### src/rtl/bus_pkg.sv
package bus_pkg;

  // --------------------------------------------------
  // System bus widths
  // --------------------------------------------------

  // Byte address as seen by the core
  typedef logic [31:0] addr_t;

  // One bus word
  typedef logic [31:0] data_t;

  // --------------------------------------------------
  // Fixed responses
  // --------------------------------------------------

  // Payload of every error answer, easy to spot in a dump
  localparam data_t ErrRspData = 32'hBADC_AB1E;

endpackage

### src/rtl/user_pkg.sv
package user_pkg;

  // --------------------------------------------------
  // Subordinates of the user domain
  // --------------------------------------------------

  localparam int unsigned NumSbr = 3;

  // Error subordinate is index 0 so that it is the decoder default
  typedef enum logic [1:0] {
    UserError    = 2'd0,
    UserRom      = 2'd1,
    UserNeopixel = 2'd2
  } sbr_idx_t;

  // --------------------------------------------------
  // Address map, end addresses are exclusive
  // --------------------------------------------------

  localparam bus_pkg::addr_t UserBase = 32'h2000_0000;
  localparam bus_pkg::addr_t RomBase  = UserBase;
  localparam bus_pkg::addr_t RomEnd   = UserBase + 32'h0000_1000;
  localparam bus_pkg::addr_t NeoBase  = UserBase + 32'h0000_1000;
  localparam bus_pkg::addr_t NeoEnd   = UserBase + 32'h0000_2000;

  // Neopixel register offsets inside its 4 KiB window
  localparam logic [11:0] NeoRegData   = 12'h000;
  localparam logic [11:0] NeoRegStatus = 12'h004;
  localparam logic [11:0] NeoRegCtrl   = 12'h008;

  // One LED worth of colour, sent G then R then B
  typedef logic [23:0] pixel_t;

  // "USER DOMAIN ROM!" with the first character in byte 0
  localparam bus_pkg::data_t RomWords [4] = '{
    32'h5245_5355,
    32'h4D4F_4420,
    32'h204E_4941,
    32'h214D_4F52
  };

  // Interrupt lines towards the core, bit 0 is the neopixel
  localparam int unsigned NumIrqs = 4;

endpackage

### src/rtl/neopixel_fifo.sv
`timescale 1ns/100ps

module neopixel_fifo #(
  parameter int unsigned Depth = 8
) (
  input  logic                           clk_i,
  input  logic                           rst_i,
  input  logic                           push_i,
  input  user_pkg::pixel_t               pixel_i,
  input  logic                           pop_i,
  output user_pkg::pixel_t               pixel_o,
  output logic                           empty_o,
  output logic                           full_o,
  output logic [$clog2(Depth + 1)-1:0]   level_o
);

  localparam int unsigned PtrW = (Depth > 1) ? $clog2(Depth) : 1;
  localparam int unsigned LvlW = $clog2(Depth + 1);

  user_pkg::pixel_t mem [Depth];
  logic [PtrW-1:0]  wr_ptr_q;
  logic [PtrW-1:0]  rd_ptr_q;
  logic [LvlW-1:0]  level_q;
  logic             do_push;
  logic             do_pop;

  // Push into a full buffer is dropped
  assign do_push = push_i & ~full_o;
  assign do_pop  = pop_i & ~empty_o;

  assign empty_o = (level_q == '0);
  assign full_o  = (level_q == LvlW'(Depth));
  assign level_o = level_q;

  // Head word is always presented
  assign pixel_o = mem[rd_ptr_q];

  // Pointers wrap at Depth, level tracks occupancy
  always_ff @(posedge clk_i) begin
    if (rst_i) begin
      wr_ptr_q <= '0;
      rd_ptr_q <= '0;
      level_q  <= '0;
    end else begin
      if (do_push) begin
        wr_ptr_q <= (wr_ptr_q == PtrW'(Depth - 1)) ? '0 : wr_ptr_q + 1'b1;
      end
      if (do_pop) begin
        rd_ptr_q <= (rd_ptr_q == PtrW'(Depth - 1)) ? '0 : rd_ptr_q + 1'b1;
      end
      // Push and pop together keep the level
      if (do_push && !do_pop) begin
        level_q <= level_q + 1'b1;
      end else if (do_pop && !do_push) begin
        level_q <= level_q - 1'b1;
      end
    end
  end

  // Storage
  always_ff @(posedge clk_i) begin
    if (do_push) begin
      mem[wr_ptr_q] <= pixel_i;
    end
  end

  // Serializer must check empty before it pops
  assert property (@(posedge clk_i) disable iff (rst_i) pop_i |-> !empty_o);

endmodule

### src/rtl/neopixel_ser.sv
`timescale 1ns/100ps

module neopixel_ser #(
  parameter int unsigned BitCycles   = 125,
  parameter int unsigned HighOne     = 80,
  parameter int unsigned HighZero    = 40,
  parameter int unsigned LatchCycles = 6000
) (
  input  logic             clk_i,
  input  logic             rst_i,
  input  logic             en_i,
  input  logic             empty_i,
  input  user_pkg::pixel_t pixel_i,
  output logic             pop_o,
  output logic             busy_o,
  output logic             data_o
);

  localparam int unsigned CntMax = (LatchCycles > BitCycles) ? LatchCycles : BitCycles;
  localparam int unsigned CntW   = $clog2(CntMax + 1);

  typedef enum logic [1:0] {
    Idle,
    Shift,
    Latch
  } state_e;

  state_e           state_q;
  logic             start_q;
  user_pkg::pixel_t shreg_q;
  logic [4:0]       bit_cnt_q;
  logic [CntW-1:0]  cyc_cnt_q;
  logic [CntW-1:0]  cyc_nxt;
  logic [CntW-1:0]  high_cycles;
  logic             bit_end;
  logic             pixel_end;
  logic             more;

  // --------------------------------------------------
  // Bit timing
  // --------------------------------------------------

  assign cyc_nxt     = cyc_cnt_q + 1'b1;
  assign high_cycles = shreg_q[23] ? CntW'(HighOne) : CntW'(HighZero);
  assign bit_end     = (cyc_cnt_q == CntW'(BitCycles - 1));
  assign pixel_end   = bit_end && (bit_cnt_q == 5'd23);
  assign more        = en_i & ~empty_i;

  // Take a pixel after the idle arm cycle, or back to back at pixel end
  assign pop_o  = (state_q == Idle && start_q) || (state_q == Shift && pixel_end && more);
  assign busy_o = (state_q != Idle) || start_q;

  // --------------------------------------------------
  // Control FSM
  // --------------------------------------------------

  always_ff @(posedge clk_i) begin
    if (rst_i) begin
      state_q   <= Idle;
      start_q   <= 1'b0;
      data_o    <= 1'b0;
      bit_cnt_q <= '0;
      cyc_cnt_q <= '0;
    end else begin
      start_q <= 1'b0;
      case (state_q)
        Idle: begin
          data_o <= 1'b0;
          if (start_q) begin
            // Pixel loads now, line rises with the first bit
            state_q   <= Shift;
            data_o    <= 1'b1;
            bit_cnt_q <= '0;
            cyc_cnt_q <= '0;
          end else if (more) begin
            start_q <= 1'b1;
          end
        end
        Shift: begin
          if (!bit_end) begin
            cyc_cnt_q <= cyc_nxt;
            data_o    <= (cyc_nxt < high_cycles);
          end else begin
            cyc_cnt_q <= '0;
            if (!pixel_end) begin
              bit_cnt_q <= bit_cnt_q + 1'b1;
              data_o    <= 1'b1;
            end else if (more) begin
              // Next pixel without gap
              bit_cnt_q <= '0;
              data_o    <= 1'b1;
            end else begin
              state_q <= Latch;
              data_o  <= 1'b0;
            end
          end
        end
        Latch: begin
          // Low gap makes the LEDs take their colours
          data_o <= 1'b0;
          if (cyc_cnt_q == CntW'(LatchCycles - 1)) begin
            state_q   <= Idle;
            cyc_cnt_q <= '0;
          end else begin
            cyc_cnt_q <= cyc_nxt;
          end
        end
        default: state_q <= Idle;
      endcase
    end
  end

  // Pixel shift register, MSB first
  always_ff @(posedge clk_i) begin
    if (pop_o) begin
      shreg_q <= pixel_i;
    end else if (state_q == Shift && bit_end) begin
      shreg_q <= {shreg_q[22:0], 1'b0};
    end
  end

  // Line stays low outside a pixel
  assert property (@(posedge clk_i) disable iff (rst_i) data_o |-> (state_q == Shift));

endmodule

### src/rtl/neopixel.sv
`timescale 1ns/100ps

module neopixel #(
  parameter int unsigned FifoDepth   = 8,
  parameter int unsigned BitCycles   = 125,
  parameter int unsigned HighOne     = 80,
  parameter int unsigned HighZero    = 40,
  parameter int unsigned LatchCycles = 6000
) (
  input  logic           clk_i,
  input  logic           rst_i,
  input  logic           sbr_req_i,
  input  logic           sbr_we_i,
  input  bus_pkg::addr_t sbr_addr_i,
  input  bus_pkg::data_t sbr_wdata_i,
  output logic           sbr_rvalid_o,
  output bus_pkg::data_t sbr_rdata_o,
  output logic           sbr_err_o,
  output logic           irq_o,
  output logic           data_o
);

  localparam int unsigned LvlW = $clog2(FifoDepth + 1);

  logic [11:0]      offset;
  logic             sel_data;
  logic             sel_status;
  logic             sel_ctrl;
  logic             push;
  logic             pop;
  logic             empty;
  logic             full;
  logic             busy;
  logic [LvlW-1:0]  level;
  user_pkg::pixel_t fifo_pixel;
  logic             en_q;
  logic             irq_en_q;
  logic             overflow_q;
  bus_pkg::data_t   rdata_d;
  logic             err_d;

  // --------------------------------------------------
  // Register decode
  // --------------------------------------------------

  assign offset     = sbr_addr_i[11:0];
  assign sel_data   = (offset == user_pkg::NeoRegData);
  assign sel_status = (offset == user_pkg::NeoRegStatus);
  assign sel_ctrl   = (offset == user_pkg::NeoRegCtrl);
  assign push       = sbr_req_i & sbr_we_i & sel_data;

  // Read mux, unknown offsets flag an error
  always_comb begin
    rdata_d = '0;
    err_d   = 1'b0;
    if (sel_status) begin
      rdata_d[4:0] = 5'(level);
      rdata_d[8]   = overflow_q;
      rdata_d[9]   = busy;
    end else if (sel_ctrl) begin
      rdata_d[1:0] = {irq_en_q, en_q};
    end else if (!sel_data) begin
      err_d = 1'b1;
    end
    // Writes answer with zero
    if (sbr_we_i) begin
      rdata_d = '0;
    end
  end

  // Control state and response handshake
  always_ff @(posedge clk_i) begin
    if (rst_i) begin
      en_q         <= 1'b0;
      irq_en_q     <= 1'b0;
      overflow_q   <= 1'b0;
      sbr_rvalid_o <= 1'b0;
      sbr_err_o    <= 1'b0;
    end else begin
      sbr_rvalid_o <= sbr_req_i;
      sbr_err_o    <= sbr_req_i & err_d;
      // Sticky until cleared through CTRL bit 8
      if (push && full) begin
        overflow_q <= 1'b1;
      end
      if (sbr_req_i && sbr_we_i && sel_ctrl) begin
        en_q     <= sbr_wdata_i[0];
        irq_en_q <= sbr_wdata_i[1];
        if (sbr_wdata_i[8]) begin
          overflow_q <= 1'b0;
        end
      end
    end
  end

  always_ff @(posedge clk_i) begin
    if (sbr_req_i) begin
      sbr_rdata_o <= rdata_d;
    end
  end

  // FIFO ran dry
  assign irq_o = irq_en_q & empty;

  // --------------------------------------------------
  // Pixel path
  // --------------------------------------------------

  neopixel_fifo #(
    .Depth ( FifoDepth )
  ) i_fifo (
    .clk_i   ( clk_i              ),
    .rst_i   ( rst_i              ),
    .push_i  ( push               ),
    .pixel_i ( sbr_wdata_i[23:0]  ),
    .pop_i   ( pop                ),
    .pixel_o ( fifo_pixel         ),
    .empty_o ( empty              ),
    .full_o  ( full               ),
    .level_o ( level              )
  );

  neopixel_ser #(
    .BitCycles   ( BitCycles   ),
    .HighOne     ( HighOne     ),
    .HighZero    ( HighZero    ),
    .LatchCycles ( LatchCycles )
  ) i_ser (
    .clk_i   ( clk_i      ),
    .rst_i   ( rst_i      ),
    .en_i    ( en_q       ),
    .empty_i ( empty      ),
    .pixel_i ( fifo_pixel ),
    .pop_o   ( pop        ),
    .busy_o  ( busy       ),
    .data_o  ( data_o     )
  );

endmodule

### src/rtl/user_sbr_demux.sv
`timescale 1ns/100ps

module user_sbr_demux (
  input  logic                                    clk_i,
  input  logic                                    rst_i,
  // Upstream port from the core
  input  logic                                    req_i,
  input  logic                                    we_i,
  input  bus_pkg::addr_t                          addr_i,
  input  bus_pkg::data_t                          wdata_i,
  output logic                                    rvalid_o,
  output bus_pkg::data_t                          rdata_o,
  output logic                                    err_o,
  // Downstream ports, request fields shared by all subordinates
  output logic           [user_pkg::NumSbr-1:0]   sbr_req_o,
  output logic                                    sbr_we_o,
  output bus_pkg::addr_t                          sbr_addr_o,
  output bus_pkg::data_t                          sbr_wdata_o,
  input  logic           [user_pkg::NumSbr-1:0]   sbr_rvalid_i,
  input  bus_pkg::data_t [user_pkg::NumSbr-1:0]   sbr_rdata_i,
  input  logic           [user_pkg::NumSbr-1:0]   sbr_err_i
);

  user_pkg::sbr_idx_t sel_idx;
  user_pkg::sbr_idx_t rsp_idx_q;
  logic               rsp_pending_q;

  // --------------------------------------------------
  // Request side
  // --------------------------------------------------

  // Address decode, anything outside ROM and neopixel goes to error
  always_comb begin
    sel_idx = user_pkg::UserError;
    if (addr_i >= user_pkg::RomBase && addr_i < user_pkg::RomEnd) begin
      sel_idx = user_pkg::UserRom;
    end else if (addr_i >= user_pkg::NeoBase && addr_i < user_pkg::NeoEnd) begin
      sel_idx = user_pkg::UserNeopixel;
    end
  end

  // Strobe reaches only the selected subordinate
  always_comb begin
    sbr_req_o          = '0;
    sbr_req_o[sel_idx] = req_i;
  end

  // Request fields fan out unchanged
  assign sbr_we_o    = we_i;
  assign sbr_addr_o  = addr_i;
  assign sbr_wdata_o = wdata_i;

  // --------------------------------------------------
  // Response side
  // --------------------------------------------------

  // Remember who owes the answer in the next cycle
  always_ff @(posedge clk_i) begin
    if (rst_i) begin
      rsp_pending_q <= 1'b0;
      rsp_idx_q     <= user_pkg::UserError;
    end else begin
      rsp_pending_q <= req_i;
      if (req_i) begin
        rsp_idx_q <= sel_idx;
      end
    end
  end

  // Route back the pending subordinate only
  assign rvalid_o = rsp_pending_q & sbr_rvalid_i[rsp_idx_q];
  assign rdata_o  = sbr_rdata_i[rsp_idx_q];
  assign err_o    = sbr_err_i[rsp_idx_q];

  // One target per request
  assert property (@(posedge clk_i) disable iff (rst_i) $onehot0(sbr_req_o));

  // A subordinate may only answer for the request it was given
  for (genvar i = 0; i < user_pkg::NumSbr; i++) begin : gen_rsp_chk
    assert property (@(posedge clk_i) disable iff (rst_i)
      sbr_rvalid_i[i] |-> (rsp_pending_q && (rsp_idx_q == i)));
  end

endmodule

### src/rtl/user_rom.sv
`timescale 1ns/100ps

module user_rom (
  input  logic           clk_i,
  input  logic           rst_i,
  input  logic           sbr_req_i,
  input  logic           sbr_we_i,
  input  bus_pkg::addr_t sbr_addr_i,
  input  bus_pkg::data_t sbr_wdata_i,
  output logic           sbr_rvalid_o,
  output bus_pkg::data_t sbr_rdata_o,
  output logic           sbr_err_o
);

  // Word index inside the 4 KiB window
  logic [9:0] word_idx;

  assign word_idx = sbr_addr_i[11:2];

  // Handshake and error flag, writes are refused
  always_ff @(posedge clk_i) begin
    if (rst_i) begin
      sbr_rvalid_o <= 1'b0;
      sbr_err_o    <= 1'b0;
    end else begin
      sbr_rvalid_o <= sbr_req_i;
      sbr_err_o    <= sbr_req_i & sbr_we_i;
    end
  end

  // Read data, zero past the stored text and on writes
  // Write data is never stored here
  always_ff @(posedge clk_i) begin
    if (sbr_req_i) begin
      if (sbr_we_i || word_idx >= 10'd4) begin
        sbr_rdata_o <= '0;
      end else begin
        sbr_rdata_o <= user_pkg::RomWords[word_idx[1:0]];
      end
    end
  end

endmodule

### src/rtl/user_err_sbr.sv
`timescale 1ns/100ps

module user_err_sbr (
  input  logic           clk_i,
  input  logic           rst_i,
  input  logic           sbr_req_i,
  input  logic           sbr_we_i,
  input  bus_pkg::addr_t sbr_addr_i,
  input  bus_pkg::data_t sbr_wdata_i,
  output logic           sbr_rvalid_o,
  output bus_pkg::data_t sbr_rdata_o,
  output logic           sbr_err_o
);

  // Same answer for reads and writes at any address
  always_ff @(posedge clk_i) begin
    if (rst_i) begin
      sbr_rvalid_o <= 1'b0;
    end else begin
      sbr_rvalid_o <= sbr_req_i;
    end
  end

  // Error flag only on the answer cycle
  assign sbr_err_o   = sbr_rvalid_o;
  assign sbr_rdata_o = bus_pkg::ErrRspData;

  // No spontaneous answers
  assert property (@(posedge clk_i) disable iff (rst_i) sbr_rvalid_o |-> $past(sbr_req_i));

endmodule

### src/rtl/user_domain.sv
`timescale 1ns/100ps

module user_domain #(
  parameter int unsigned NeoFifoDepth   = 8,
  parameter int unsigned NeoBitCycles   = 125,
  parameter int unsigned NeoHighOne     = 80,
  parameter int unsigned NeoHighZero    = 40,
  parameter int unsigned NeoLatchCycles = 6000
) (
  input  logic                          clk_i,
  input  logic                          rst_i,
  input  logic                          req_i,
  input  logic                          we_i,
  input  bus_pkg::addr_t                addr_i,
  input  bus_pkg::data_t                wdata_i,
  output logic                          rvalid_o,
  output bus_pkg::data_t                rdata_o,
  output logic                          err_o,
  output logic                          neopixel_data_o,
  output logic [user_pkg::NumIrqs-1:0]  interrupts_o
);

  // Per-subordinate response lines, indexed by sbr_idx_t
  logic           [user_pkg::NumSbr-1:0] sbr_req;
  logic                                  sbr_we;
  bus_pkg::addr_t                        sbr_addr;
  bus_pkg::data_t                        sbr_wdata;
  logic           [user_pkg::NumSbr-1:0] sbr_rvalid;
  bus_pkg::data_t [user_pkg::NumSbr-1:0] sbr_rdata;
  logic           [user_pkg::NumSbr-1:0] sbr_err;
  logic                                  neo_irq;

  // --------------------------------------------------
  // Address decode and response routing
  // --------------------------------------------------

  user_sbr_demux i_demux (
    .clk_i        ( clk_i      ),
    .rst_i        ( rst_i      ),
    .req_i        ( req_i      ),
    .we_i         ( we_i       ),
    .addr_i       ( addr_i     ),
    .wdata_i      ( wdata_i    ),
    .rvalid_o     ( rvalid_o   ),
    .rdata_o      ( rdata_o    ),
    .err_o        ( err_o      ),
    .sbr_req_o    ( sbr_req    ),
    .sbr_we_o     ( sbr_we     ),
    .sbr_addr_o   ( sbr_addr   ),
    .sbr_wdata_o  ( sbr_wdata  ),
    .sbr_rvalid_i ( sbr_rvalid ),
    .sbr_rdata_i  ( sbr_rdata  ),
    .sbr_err_i    ( sbr_err    )
  );

  // --------------------------------------------------
  // Subordinates
  // --------------------------------------------------

  // Default target for unmapped space
  user_err_sbr i_err (
    .clk_i        ( clk_i                             ),
    .rst_i        ( rst_i                             ),
    .sbr_req_i    ( sbr_req[user_pkg::UserError]      ),
    .sbr_we_i     ( sbr_we                            ),
    .sbr_addr_i   ( sbr_addr                          ),
    .sbr_wdata_i  ( sbr_wdata                         ),
    .sbr_rvalid_o ( sbr_rvalid[user_pkg::UserError]   ),
    .sbr_rdata_o  ( sbr_rdata[user_pkg::UserError]    ),
    .sbr_err_o    ( sbr_err[user_pkg::UserError]      )
  );

  // Identification text
  user_rom i_rom (
    .clk_i        ( clk_i                           ),
    .rst_i        ( rst_i                           ),
    .sbr_req_i    ( sbr_req[user_pkg::UserRom]      ),
    .sbr_we_i     ( sbr_we                          ),
    .sbr_addr_i   ( sbr_addr                        ),
    .sbr_wdata_i  ( sbr_wdata                       ),
    .sbr_rvalid_o ( sbr_rvalid[user_pkg::UserRom]   ),
    .sbr_rdata_o  ( sbr_rdata[user_pkg::UserRom]    ),
    .sbr_err_o    ( sbr_err[user_pkg::UserRom]      )
  );

  // LED chain driver
  neopixel #(
    .FifoDepth   ( NeoFifoDepth   ),
    .BitCycles   ( NeoBitCycles   ),
    .HighOne     ( NeoHighOne     ),
    .HighZero    ( NeoHighZero    ),
    .LatchCycles ( NeoLatchCycles )
  ) i_neopixel (
    .clk_i        ( clk_i                                ),
    .rst_i        ( rst_i                                ),
    .sbr_req_i    ( sbr_req[user_pkg::UserNeopixel]      ),
    .sbr_we_i     ( sbr_we                               ),
    .sbr_addr_i   ( sbr_addr                             ),
    .sbr_wdata_i  ( sbr_wdata                            ),
    .sbr_rvalid_o ( sbr_rvalid[user_pkg::UserNeopixel]   ),
    .sbr_rdata_o  ( sbr_rdata[user_pkg::UserNeopixel]    ),
    .sbr_err_o    ( sbr_err[user_pkg::UserNeopixel]      ),
    .irq_o        ( neo_irq                              ),
    .data_o       ( neopixel_data_o                      )
  );

  // Only line 0 is in use
  assign interrupts_o = {{(user_pkg::NumIrqs - 1){1'b0}}, neo_irq};

endmodule

### config.mk
export PLATFORM = sky130hd
export DESIGN_NAME = user_domain
export DESIGN_NICKNAME = d
export VERILOG_FILES = /design/src/rtl/bus_pkg.sv /design/src/rtl/user_pkg.sv /design/src/rtl/neopixel_fifo.sv /design/src/rtl/neopixel_ser.sv /design/src/rtl/neopixel.sv /design/src/rtl/user_sbr_demux.sv /design/src/rtl/user_rom.sv /design/src/rtl/user_err_sbr.sv /design/src/rtl/user_domain.sv
export SDC_FILE = /design/constraint.sdc
export NUM_CORES = 1
export LEC_CHECK = 0
export BUFFER_PORTS_ARGS = -buffer_cell sky130_fd_sc_hd__buf_2
export CAP_MARGIN = 0
export CORE_MARGIN = 2
export CORE_UTILIZATION = 50
export DETAILED_ROUTE_END_ITERATION = 16
export GPL_TIMING_DRIVEN = 0
export HOLD_SLACK_MARGIN = 0.02
export PLACE_DENSITY_LB_ADDON = 0.1
export SLEW_MARGIN = 10
export SYNTH_ARGS = -nofsm -noshare
export SYNTH_HDL_FRONTEND = slang
export SYNTH_HIERARCHICAL = 1
export SYNTH_SLANG_ARGS = --single-unit
### constraint.sdc
create_clock -name clk_i -period 12.7 [get_ports clk_i]
set_clock_uncertainty 0.15 [all_clocks]
set_input_delay 1.27 -clock clk_i [delete_from_list [all_inputs] [get_ports clk_i]]
set_output_delay 1.27 -clock clk_i [all_outputs]
set_load 0.02 [all_outputs]
## Word-level counts from Yosys, hierarchy flattened

Memories as Yosys holds them, arrays and structs flattened. A register that Yosys moved wholly into a read port is not among the register bits.
Cells that the tools add are included.

| cells by class | value |
|---|---|
| add/subtract/negate cells | 6 |
| $lt $le $gt $ge | 10 |
| eq/ne operators | 16 |
| multiplexer cells | 52 |
| bitwise operators | 15 |
| reduce and logical (&&, ||, !) cells | 31 |

Operator list:

| kind | count |
|---|---|
| 32-bit binary-select mux with 2-bit select | 2 |
| 32-bit two-way mux | 3 |
| 32-bit by 30-bit >= comparator with 1-bit output (second input constant) | 2 |
| 32-bit by 30-bit < comparator with 1-bit output (second input constant) | 2 |
| 24-bit two-way mux | 2 |
| 13-bit two-way mux | 3 |
| 13-bit case mux with 3 select lines | 1 |
| 5-bit two-way mux | 4 |
| 2-bit two-way mux | 9 |
| 1-bit two-way mux | 15 |
| 13-bit by 1-bit adder with 13-bit output (second input constant) | 1 |
| 13-bit == test (second input constant) | 1 |
| 13-bit by 7-bit == test with 1-bit output (second input constant) | 1 |
| 1-bit logical AND | 13 |
| 13-bit by 7-bit < comparator with 1-bit output | 1 |
| 12-bit by 3-bit == test with 1-bit output (second input constant) | 1 |
| 12-bit by 4-bit == test with 1-bit output (second input constant) | 1 |
| 12-bit logical NOT | 1 |
| 3-bit two-way mux | 4 |
| 10-bit by 3-bit >= comparator with 1-bit output (second input constant) | 1 |
| 2-bit != test (second input constant) | 5 |
| 5-bit case mux with 2 select lines | 1 |
| 1-bit AND | 9 |
| 4-bit two-way mux | 2 |
| 32 further kinds | 45 |

| storage, ports and cells | value |
|---|---|
| flip-flop bits (word level) | 131 |
| memory bits (writable) | 192 |
| bits of input ports | 68 |
| output and inout port bits | 39 |
| word-level logic and storage cells | 154 |
| memories kept | 1 |

Memory list:

| name | depth | width | rd ports | clocked after Yosys merged registers in | wr ports | RTL line | text |
|---|---|---|---|---|---|---|---|
| i_neopixel.i_fifo.mem | 8 | 24 | 1 | 1 | 1 | neopixel_fifo.sv:20 | `user_pkg::pixel_t mem [Depth];` |

## Longest topological paths before layout

Gate-level depths: netlist of the first run.

| logic depth | value |
|---|---|
| word-level depth | 16 |
| mapped depth | 17 |
| mapped depth without buffers | 15 |

## Modules after synthesis

Netlist of the first run, hierarchy kept.

By module, submodules not included:

| module | instances | cells each | area each (µm²) | seq. area each (µm²) |
|---|---|---|---|---|
| neopixel_fifo | 1 | 353 | 8007.7 | 6025.8 |
| neopixel_ser | 1 | 237 | 2617.5 | 1161.1 |
| user_sbr_demux | 1 | 211 | 1426.4 | 60.1 |
| user_rom | 1 | 65 | 800.8 | 430.4 |
| neopixel | 1 | 72 | 716.9 | 280.3 |
| user_err_sbr | 1 | 37 | 289.0 | 20.0 |
| user_domain | 1 | 5 | 33.8 | 0.0 |

## Least setup slack after synthesis of the first run

No wires, ideal clock.

| path | value |
|---|---|
| kind | input-to-reg |
| from | input port addr_i[20] |
| to | memory i_neopixel/i_fifo/mem[0][0] in the netlist's numbering (enable) |
| library setup time | 0.466 ns |
| data arrival time | 5.547 ns |
| required time | 12.084 ns |
| setup slack | 6.538 ns |
| stages on the path | 9 |
| buffers on the path | 1 |
| cells stage by stage | nor4_1 > nand4_2 > nor4_2 > nand2_1 > nor4_1 > and2_1 > a21bo_1 > buf_2 > nor4_1 |

| between the ends | value |
|---|---|
| longest elaborated chain between the ends | 14 |
| elaborated cells between the ends (all ways) | 19 |
| those cells by class | 6 x order compare; 6 x mux; 4 x bitwise; 3 x reduce/logical |

RTL lines:

| element | RTL line | text |
|---|---|---|
| from (decl) | user_domain.sv:14 | `input bus_pkg::addr_t addr_i,` |
| 32-bit by 30-bit >= comparator with 1-bit output / 32-bit by 30-bit < comparator with 1-bit output (equally long branches) | user_sbr_demux.sv:37 | `end else if (addr_i >= user_pkg::NeoBase && addr_i < user_pkg::NeoEnd) begin` |
| 1-bit logical AND | user_sbr_demux.sv:37 |  |
| 2-bit two-way mux | user_sbr_demux.sv:37 |  |
| 2-bit two-way mux (*) | user_sbr_demux.sv:35 | `if (addr_i >= user_pkg::RomBase && addr_i < user_pkg::RomEnd) begin` |
| 2-bit by 3-bit < comparator with 1-bit output (not written as such) / 2-bit by 1-bit >= comparator with 1-bit output (equally long branches) | user_sbr_demux.sv:45 | `sbr_req_o[sel_idx] = req_i;` |
| 1-bit logical AND (not written as such) | user_sbr_demux.sv:45 |  |
| 1-bit two-way mux (not written as such) | user_sbr_demux.sv:45 |  |
| 1-bit demux with 2-bit select (*) | -- |  |
| 3-bit AND (no line) (*) | -- |  |
| via sbr_req, one bit | user_domain.sv:24 | `logic [user_pkg::NumSbr-1:0] sbr_req;` |
| 1-bit AND (*) (2 in a row) | neopixel.sv:50 | `assign push = sbr_req_i & sbr_we_i & sel_data;` |
| via i_neopixel.push | neopixel.sv:29 | `logic push;` |
| 1-bit AND (*) | neopixel_fifo.sv:28 | `assign do_push = push_i & ~full_o;` |
| 1-bit two-way mux (*) | neopixel_fifo.sv:62 | `if (do_push) begin` |
| 1-bit two-way mux (not written as such) (*) | neopixel_fifo.sv:63 | `mem[wr_ptr_q] <= pixel_i;` |
| to (decl) | neopixel_fifo.sv:20 |  |

The timed path passes the listed nets; every way through them passes the cells marked *.

## Worst setup path in the final report of the first run

| path | value |
|---|---|
| from | input port addr_i[20] |
| to | register i_neopixel.i_fifo.level_q[3] (netlist: i_neopixel/i_fifo/level_o[3]) |

| between the ends | value |
|---|---|
| longest elaborated chain between the ends | 15 |
| elaborated cells between the ends (all ways) | 22 |
| those cells by class | 6 x order compare; 5 x mux; 4 x bitwise; 7 x reduce/logical |

RTL lines:

| element | RTL line | text |
|---|---|---|
| 32-bit by 30-bit >= comparator with 1-bit output / 32-bit by 30-bit < comparator with 1-bit output (equally long branches) | user_sbr_demux.sv:37 |  |
| 1-bit logical AND | user_sbr_demux.sv:37 |  |
| 2-bit two-way mux | user_sbr_demux.sv:37 |  |
| 2-bit two-way mux (*) | user_sbr_demux.sv:35 |  |
| 2-bit by 3-bit < comparator with 1-bit output (not written as such) / 2-bit by 1-bit >= comparator with 1-bit output (equally long branches) | user_sbr_demux.sv:45 |  |
| 1-bit logical AND (not written as such) | user_sbr_demux.sv:45 |  |
| 1-bit two-way mux (not written as such) | user_sbr_demux.sv:45 |  |
| 1-bit demux with 2-bit select (*) | -- |  |
| 3-bit AND (no line) (*) | -- |  |
| via sbr_req, one bit | user_domain.sv:24 |  |
| 1-bit AND (*) (2 in a row) | neopixel.sv:50 |  |
| via i_neopixel.push | neopixel.sv:29 |  |
| 1-bit AND (*) | neopixel_fifo.sv:28 |  |
| via i_neopixel.i_fifo.do_push | neopixel_fifo.sv:24 | `logic do_push;` |
| 1-bit logical NOT | neopixel_fifo.sv:54 | `end else if (do_pop && !do_push) begin` |
| 1-bit logical AND | neopixel_fifo.sv:54 |  |
| 2-bit nonzero test (no line) | -- |  |
| to (signal assigned) | neopixel_fifo.sv:53 | `level_q <= level_q + 1'b1;` |
| to (signal assigned) | neopixel_fifo.sv:55 | `level_q <= level_q - 1'b1;` |
| to (decl) | neopixel_fifo.sv:23 | `logic [LvlW-1:0] level_q;` |

Marked as above.
A chain may end at the register's enable or synchronous reset.

==> flow_summary.yaml, run 1 <==
floorplan:
  std_cell_rows: 60
  dieArea_um2: 28700
  die_y_um: 169
  core_area_um2: 26900
  io_pins: 107
  die_x_um: 169
  initial_utilization_pct: 50.9
placement:
  dp_hpwl_um: 17900
  gp_congestion: 0.787
  port_buffers: 56
pwr:
  pwr-share-comb_pct: 3.6
  p_leak_nw: 5.75
  total_power_mw: 1.94
  pwr_density_cell_nw_per_um2: 122
  p_int_mw: 1.56
  seqPwrFrac_pct: 51.3
  power.share.clock_pct: 45.1
  swShare_pct: 19.8
  vdd_drop_max_uv: 149
  power.switching_uw: 385
timing:
  slew_headroom_pct: 20.8
  rsz0062_at_grt: "false"
  setup_viol: 0
  setup-tns-final_ns: 0
  layout_min_cycle_time_ns: 5.01
  worst_pin_slew_ns: 1.19
  finalCritPeriodShare_pct: 39.5
  slew_violations: 0
  fmax_mhz: 200
  final_hold_viol_count: 0
route:
  vias_per_cell: 5.14
  vias: 7655
  drtIter0Drc: 482
  wl_um: 26200
  wl_per_cell_um: 17.6
  first_pass_iters: 5
  ant_nets: 0
  drcViolationCount: 0
final_layout:
  drive_gt1_share_pct: 33.8
  nFillCells: 2166
  seqCellArea_um2: 7980
  syn_to_final_growth_pct: 16.4
  multi_input_area_um2: 4760
  nNetsFinal: 1215
  antenna_cells: 0
setup_path:
  worstPathArrival_ns: 5.29
  r2r_cells: 17
  worst_setup_path_start_kind: "input pin"
  end_kind: "flop"
  crit-reg2reg-capture: "i_neopixel/i_fifo/level_o[3]$_SDFFE_PP0P_"
  cp_max_fo: 10
  critPathKind: "input pin to flop"
  r2r_slack_ns: 8.62
  required_ns: 12.98
  r2r-start: "i_neopixel/i_ser/cyc_cnt_q[0]$_SDFFE_PP0P_"
worst_hold_path:
  holdCritStartpoint: "i_neopixel/overflow_q$_SDFF_PP0_"
  min_path_type: "flop to flop"
  hold_end: "i_neopixel/overflow_q$_SDFF_PP0_"
  holdPathStages: 2
clock_tree:
  clkTransAtPathRegs_ns: 0.06
  h-tree-depth: 1
  cts.sinks: 281
  cts_tree: "done"
  cts_buffers: 30
  clock_latency_ns: 0.55
  cts_setup_buffers: 0
  root_buffer: "clkbuf_16"
  clockBufferDepth: 3
  cts-hold-fix-buffers: 0
  cts_resized: 0
yosys:
  synthCells: 952
  ys.warnings.count: 6
  avgSynthCellArea_um2: 14.4
  synthesis.area_um2: 13700
run:
  cap_violations: 0
global_routing:
  grt_pass1_wl_um: 41900
  grt_pass1_vias: 7649
  gr-usage-all-layers_pct: 18.8
  antenna_found_initial: 0
  grt_max_degree: 25
  grt_remaining_overflow: 0
outcome:
  status: "finished, final reports clean"
through the flow:
step,cell area [um^2],setup WS [ns],cells,hold slack (ns),util [%]
floorplan,13900,6.54,1016,0.280,-
global placement,14600,3.55,1413,0.302,54.4
detailed placement,14900,7.17,1432,0.309,55.4
CTS,15900,7.72,1488,0.318,59.3
global route,15900,7.28,1488,0.343,59.3
finish,15900,7.69,1488,0.316,59.3
routing by layer:
| metal | part of all wire, % | vias up | GRT usage (%) | routed length, um |
|---|---|---|---|---|
| li1 | - | 3786 | - | - |
| met1 | 45 | 3711 | 25.5 | 11900 |
| met2 | 49 | 127 | 32.4 | 12800 |
| met3 | 3.9 | 31 | 2.61 | 1030 |
| met4 | 1.5 | 0 | 4.20 | 392 |
| met5 | 0 | - | 0 | 0 |
state kept, by name, summed over array words and instances (netlist names), 2 cells and up, named ones only:
register,count
i_demux/rsp_idx_q,2
i_neopixel/i_fifo/level_o,4
i_neopixel/i_fifo/mem,192
i_neopixel/i_fifo/rd_ptr_q,3
i_neopixel/i_fifo/wr_ptr_q,3
i_neopixel/i_ser/bit_cnt_q,5
i_neopixel/i_ser/cyc_cnt_q,13
i_neopixel/i_ser/shreg_q,24
i_neopixel/i_ser/state_q,2
i_neopixel/sbr_rdata_o,6
i_rom/sbr_rdata_o,13
placed cells by master (no fill, tap or decap), drive strengths merged, types with 4 or more instances in the layout:
| cell | instances |
|---|---|
| nand2 | 57 |
| a21oi | 18 |
| o21ai | 44 |
| nor3 | 14 |
| conb | 69 |
| and2 | 12 |
| nor2 | 37 |
| clkinvlp | 4 |
| clkbuf | 49 |
| edfxtp | 235 |
| nand4 | 6 |
| ha | 23 |
| mux4 | 48 |
| mux2i | 38 |
| xnor2 | 4 |
| nand2b | 10 |
| dfxtp | 46 |
| a211oi | 4 |
| a31oi | 15 |
| nand3 | 12 |
| o41ai | 5 |
| nor4 | 13 |
| nor2b | 10 |
| buf | 220 |
| inv | 23 |
| or4 | 5 |
| mux2 | 48 |
| or2 | 4 |
| clkinv | 14 |
| or3 | 4 |
final cells by class:
cell class	count	area share (%)
Multi-Input combinational cell	553	29.9
Clock buffer	35	5.22
Timing Repair Buffer	75	3.16
Inverter	23	0.542
Clock inverter	21	1.21
Tap cell	341	2.68
Buffer	159	7.23
Sequential cell	281	50.1
power by group through the flow:
stage                     clock network [mW]  logic, mW  registers, mW
after global routing                   0.932     0.0781          0.996
after floorplan                            0     0.0529           1.02
after global placement                     0     0.0689           1.02
after detailed placement                   0     0.0699           1.02
after CTS                              0.895     0.0700          0.996
final                                  0.875     0.0703          0.996
worst max-delay path by stage:
stage / start / to / slack [ns]
6_report: addr_i[20] / i_neopixel/i_fifo/level_o[3]$_SDFFE_PP0P_ / 7.69
3_5_place_dp: addr_i[20] / i_neopixel/i_fifo/level_o[3]$_SDFFE_PP0P_ / 7.17
2_1_floorplan: addr_i[20] / i_neopixel/i_fifo/mem[0][0]$_DFFE_PP_ / 6.54
3_3_place_gp: addr_i[20] / i_neopixel/i_fifo/mem[0][11]$_DFFE_PP_ / 3.55
4_1_cts: addr_i[20] / i_neopixel/i_fifo/level_o[3]$_SDFFE_PP0P_ / 7.72
5_1_grt: addr_i[20] / i_neopixel/i_fifo/level_o[3]$_SDFFE_PP0P_ / 7.28
worst max-delay path, cell delays in order:
cell,delay [ns]
buf_2,0.10
nor4_1,0.33
nand4_2,0.19
nor4_2,0.92
nand2_1,0.10
nor4_1,0.35
and2_1,0.19
a21bo_1,0.19
buf_2,0.18
inv_2,0.10
ha_1,0.16
inv_1,0.09
ha_1,0.32
a21oi_1,0.20
a211oi_1,0.09
a31oi_1,0.17
mux2_1,0.33
(Power assumes the default switching activity.)
==> inputs of run 2 (changes only) <==
--- a/config.mk
+++ b/config.mk
@@ -5,6 +5,7 @@
 export SDC_FILE = /design/constraint.sdc
 export NUM_CORES = 1
 export LEC_CHECK = 0
+export ABC_AREA = 1
 export BUFFER_PORTS_ARGS = -buffer_cell sky130_fd_sc_hd__buf_2
 export CAP_MARGIN = 0
 export CORE_MARGIN = 2
==> constraint.sdc (replaced) <==
create_clock -name clk_i -period 4.3 [get_ports clk_i]
set_clock_uncertainty 0.15 [all_clocks]
set_input_delay 0.43 -clock clk_i [delete_from_list [all_inputs] [get_ports clk_i]]
set_output_delay 0.43 -clock clk_i [all_outputs]
set_load 0.02 [all_outputs]
==> run 2 against run 1 <==
Effect of this change:
- utilization is 0.076 points higher
- highest routed layer unchanged
- largest cell class unchanged
- synthesized cell count increased by 61%
- final area rose by 3.8%
- global-route usage up 3.2 points
- cell count is 43% higher
- setup slack worse by 6.7 ns
- power rose to 2.9 times the previous value
- clock power grew to 2.8 times the previous value
- largest power group unchanged
- wire length increased by 21%
==> flow_summary.yaml, run 2 <==
outcome:
  status: "finished, final reports clean"
clock_tree:
  cts.sinks: 281
  clockBufferDepth: 3
  clock_latency_ns: 0.56
  root_buffer: "clkbuf_16"
  h-tree-depth: 1
  cts_buffers: 30
  cts_tree: "done"
  clkTransAtPathRegs_ns: 0.06
pwr:
  total_power_mw: 5.68
  p_int_mw: 4.48
  power.share.clock_pct: 43.2
  pwr_density_cell_nw_per_um2: 344
  vdd_drop_max_uv: 329
  p_leak_nw: 6.60
  pwr-share-comb_pct: 5.0
  swShare_pct: 21.1
  seqPwrFrac_pct: 51.9
  power.switching_mw: 1.20
route:
  wl_per_cell_um: 15.0
  vias_per_cell: 4.86
  wl_um: 31800
  drcViolationCount: 0
  vias: 10300
  drtIter0Drc: 676
  ant_nets: 0
  first_pass_iters: 5
timing:
  final_hold_viol_count: 0
  rsz0062_at_grt: "false"
  fmax_mhz: 298
  slew_violations: 0
  setup-tns-final_ns: 0
  layout_min_cycle_time_ns: 3.35
  finalCritPeriodShare_pct: 77.9
  worst_pin_slew_ns: 1.13
  setup_viol: 0
  slew_headroom_pct: 24.3
final_layout:
  final_common_cell: "nand2_1"
  postLayoutCellArea_um2: 16500
  largest_register_ffs: 192
  post-route-util_pct: 59.3
  top_register: "i_neopixel/i_fifo/mem"
  largest_registers: "i_neopixel/i_fifo/mem x192, i_neopixel/i_ser/shreg_q x24"
  nNetsFinal: 1812
  drive_gt1_share_pct: 19.2
  antenna_cells: 0
  layout_common_cells: "nand2_1 (323), nor2_1 (307), edfxtp_1 (235)"
  syn_to_final_growth_pct: 16.6
worst_hold_path:
  min_path_type: "input pin to flop"
  holdCritStartpoint: "addr_i[3]"
  hold_end: "i_rom/sbr_rdata_o[30]$_SDFFCE_PP0P_"
  holdPathStages: 2
setup_path:
  r2r_slack_ns: 1.06
  end_kind: "flop"
  critPathTopFamily: "simple AND/OR/NAND/NOR gates"
  critical_path.most_common_cell: "nand2_1"
  crit-reg2reg-capture: "i_neopixel/i_fifo/level_o[3]$_SDFFE_PP0P_"
  worst_setup_path_start_kind: "input pin"
  r2r_cells: 18
  required_ns: 4.33
  r2r-start: "i_neopixel/i_ser/cyc_cnt_q[0]$_SDFFE_PP0P_"
  cp_max_fo: 24
  cp.depth: 10
  critPathKind: "input pin to flop"
  worst_path_max_delay_cell: "nor2_4"
  worstPathCellList: "dlygate4sd3_1 > buf_2 > nand2_1 > nor2_1 > nand2_1 > nor2_1 > nand2_1 > inv_1 > nand2_1 > nor2_4"
  worstPathArrival_ns: 3.38
  critPathBufInv: 3
  slowest_delay_ns: 0.78
yosys:
  synthCells: 1536
  synthesis.area_um2: 14200
  ys.warnings.count: 6
  avgSynthCellArea_um2: 9.23
floorplan:
  initial_utilization_pct: 50.9
  die_x_um: 172
  io_pins: 107
  core_area_um2: 27900
  std_cell_rows: 61
  dieArea_um2: 29700
  die_y_um: 172
placement:
  dpl_cell_area_um2: 15300
  gp_congestion: 0.866
  dp_hpwl_um: 20900
  port_buffers: 58
global_routing:
  grt_pass1_vias: 9824
  grt_max_degree: 25
  grt_pass1_wl_um: 50800
  antenna_found_initial: 0
  grt_remaining_overflow: 0
  gr-usage-all-layers_pct: 21.9
run:
  cap_violations: 0
[run 2: layer usage]
| metal | global-route usage [%] | up-vias | part of all wire [%] |
|---|---|---|---|
| met2 | 37.3 | 287 | 48 |
| met1 | 30.0 | 4760 | 45 |
| met5 | 0 | - | 0 |
| met4 | 4.79 | 0 | 1.5 |
| li1 | - | 5234 | - |
| met3 | 3.18 | 35 | 5.9 |
[run 2: per-stage QoR]
stage / setup WS [ns] / hold WS (ns) / instances
floorplan: 0.731 / 0.313 / 1600
global placement: -0.667 / 0.331 / 2036
detailed placement: 0.345 / 0.343 / 2040
CTS: 0.908 / 0.0755 / 2122
global route: 0.554 / 0.0903 / 2122
finish: 0.949 / 0.0943 / 2122
[run 2: power groups by stage]
stage          registers (mW)  logic [mW]  clock network (mW)
6_report                 2.95       0.282                2.45
5_1_grt                  2.94       0.312                2.63
4_1_cts                  2.95       0.281                2.50
3_5_place_dp             3.00       0.262                   0
3_3_place_gp             3.00       0.259                   0
2_1_floorplan            3.00       0.195                   0
[run 2: repair_timing]
item,CTS,global route
endpoints found under the hold margin,193,0
setup endpoints to repair,0,0
gates resized for setup,0,0
hold buffers,26,0
buffers inserted,0,0
[run 2: cell type report]
| cell class | count | area [um^2] |
|---|---|---|
| Buffer | 178 | 1250 |
| Fill cell | 2426 | 11300 |
| Sequential cell | 281 | 7980 |
| Timing Repair Buffer | 88 | 633 |
| Multi-Input combinational cell | 1052 | 4910 |
| Clock inverter | 14 | 118 |
| Clock buffer | 42 | 827 |
| Inverter | 89 | 338 |
| Tap cell | 378 | 473 |
[run 2: worst register-to-register path, cell delays in order (launching register included)]
cell	delay (ns)
dfxtp_1	0.37
inv_1	0.10
ha_1	0.23
nand3_1	0.10
nor3_2	0.05
nand2_2	0.10
nor2_4	0.06
a31oi_4	0.29
clkinv_2	0.20
buf_6	0.18
nand2_1	0.16
ha_1	0.20
inv_1	0.09
ha_1	0.31
or2_2	0.32
nand3_1	0.09
nand3_1	0.07
nand2_1	0.05
inv_1	0.03
[run 2: how the worst max path moves through the flow]
stage,start,endpoint,slack (ns)
6_report,req_i,i_neopixel/i_fifo/mem[3][9]$_DFFE_PP_,0.95
2_1_floorplan,addr_i[27],i_neopixel/i_fifo/mem[0][0]$_DFFE_PP_,0.73
4_1_cts,req_i,i_neopixel/i_fifo/mem[1][10]$_DFFE_PP_,0.91
3_5_place_dp,addr_i[23],i_neopixel/i_fifo/mem[1][17]$_DFFE_PP_,0.34
5_1_grt,addr_i[20],i_neopixel/i_fifo/mem[3][9]$_DFFE_PP_,0.55
3_3_place_gp,addr_i[20],i_neopixel/i_fifo/mem[4][17]$_DFFE_PP_,-0.67
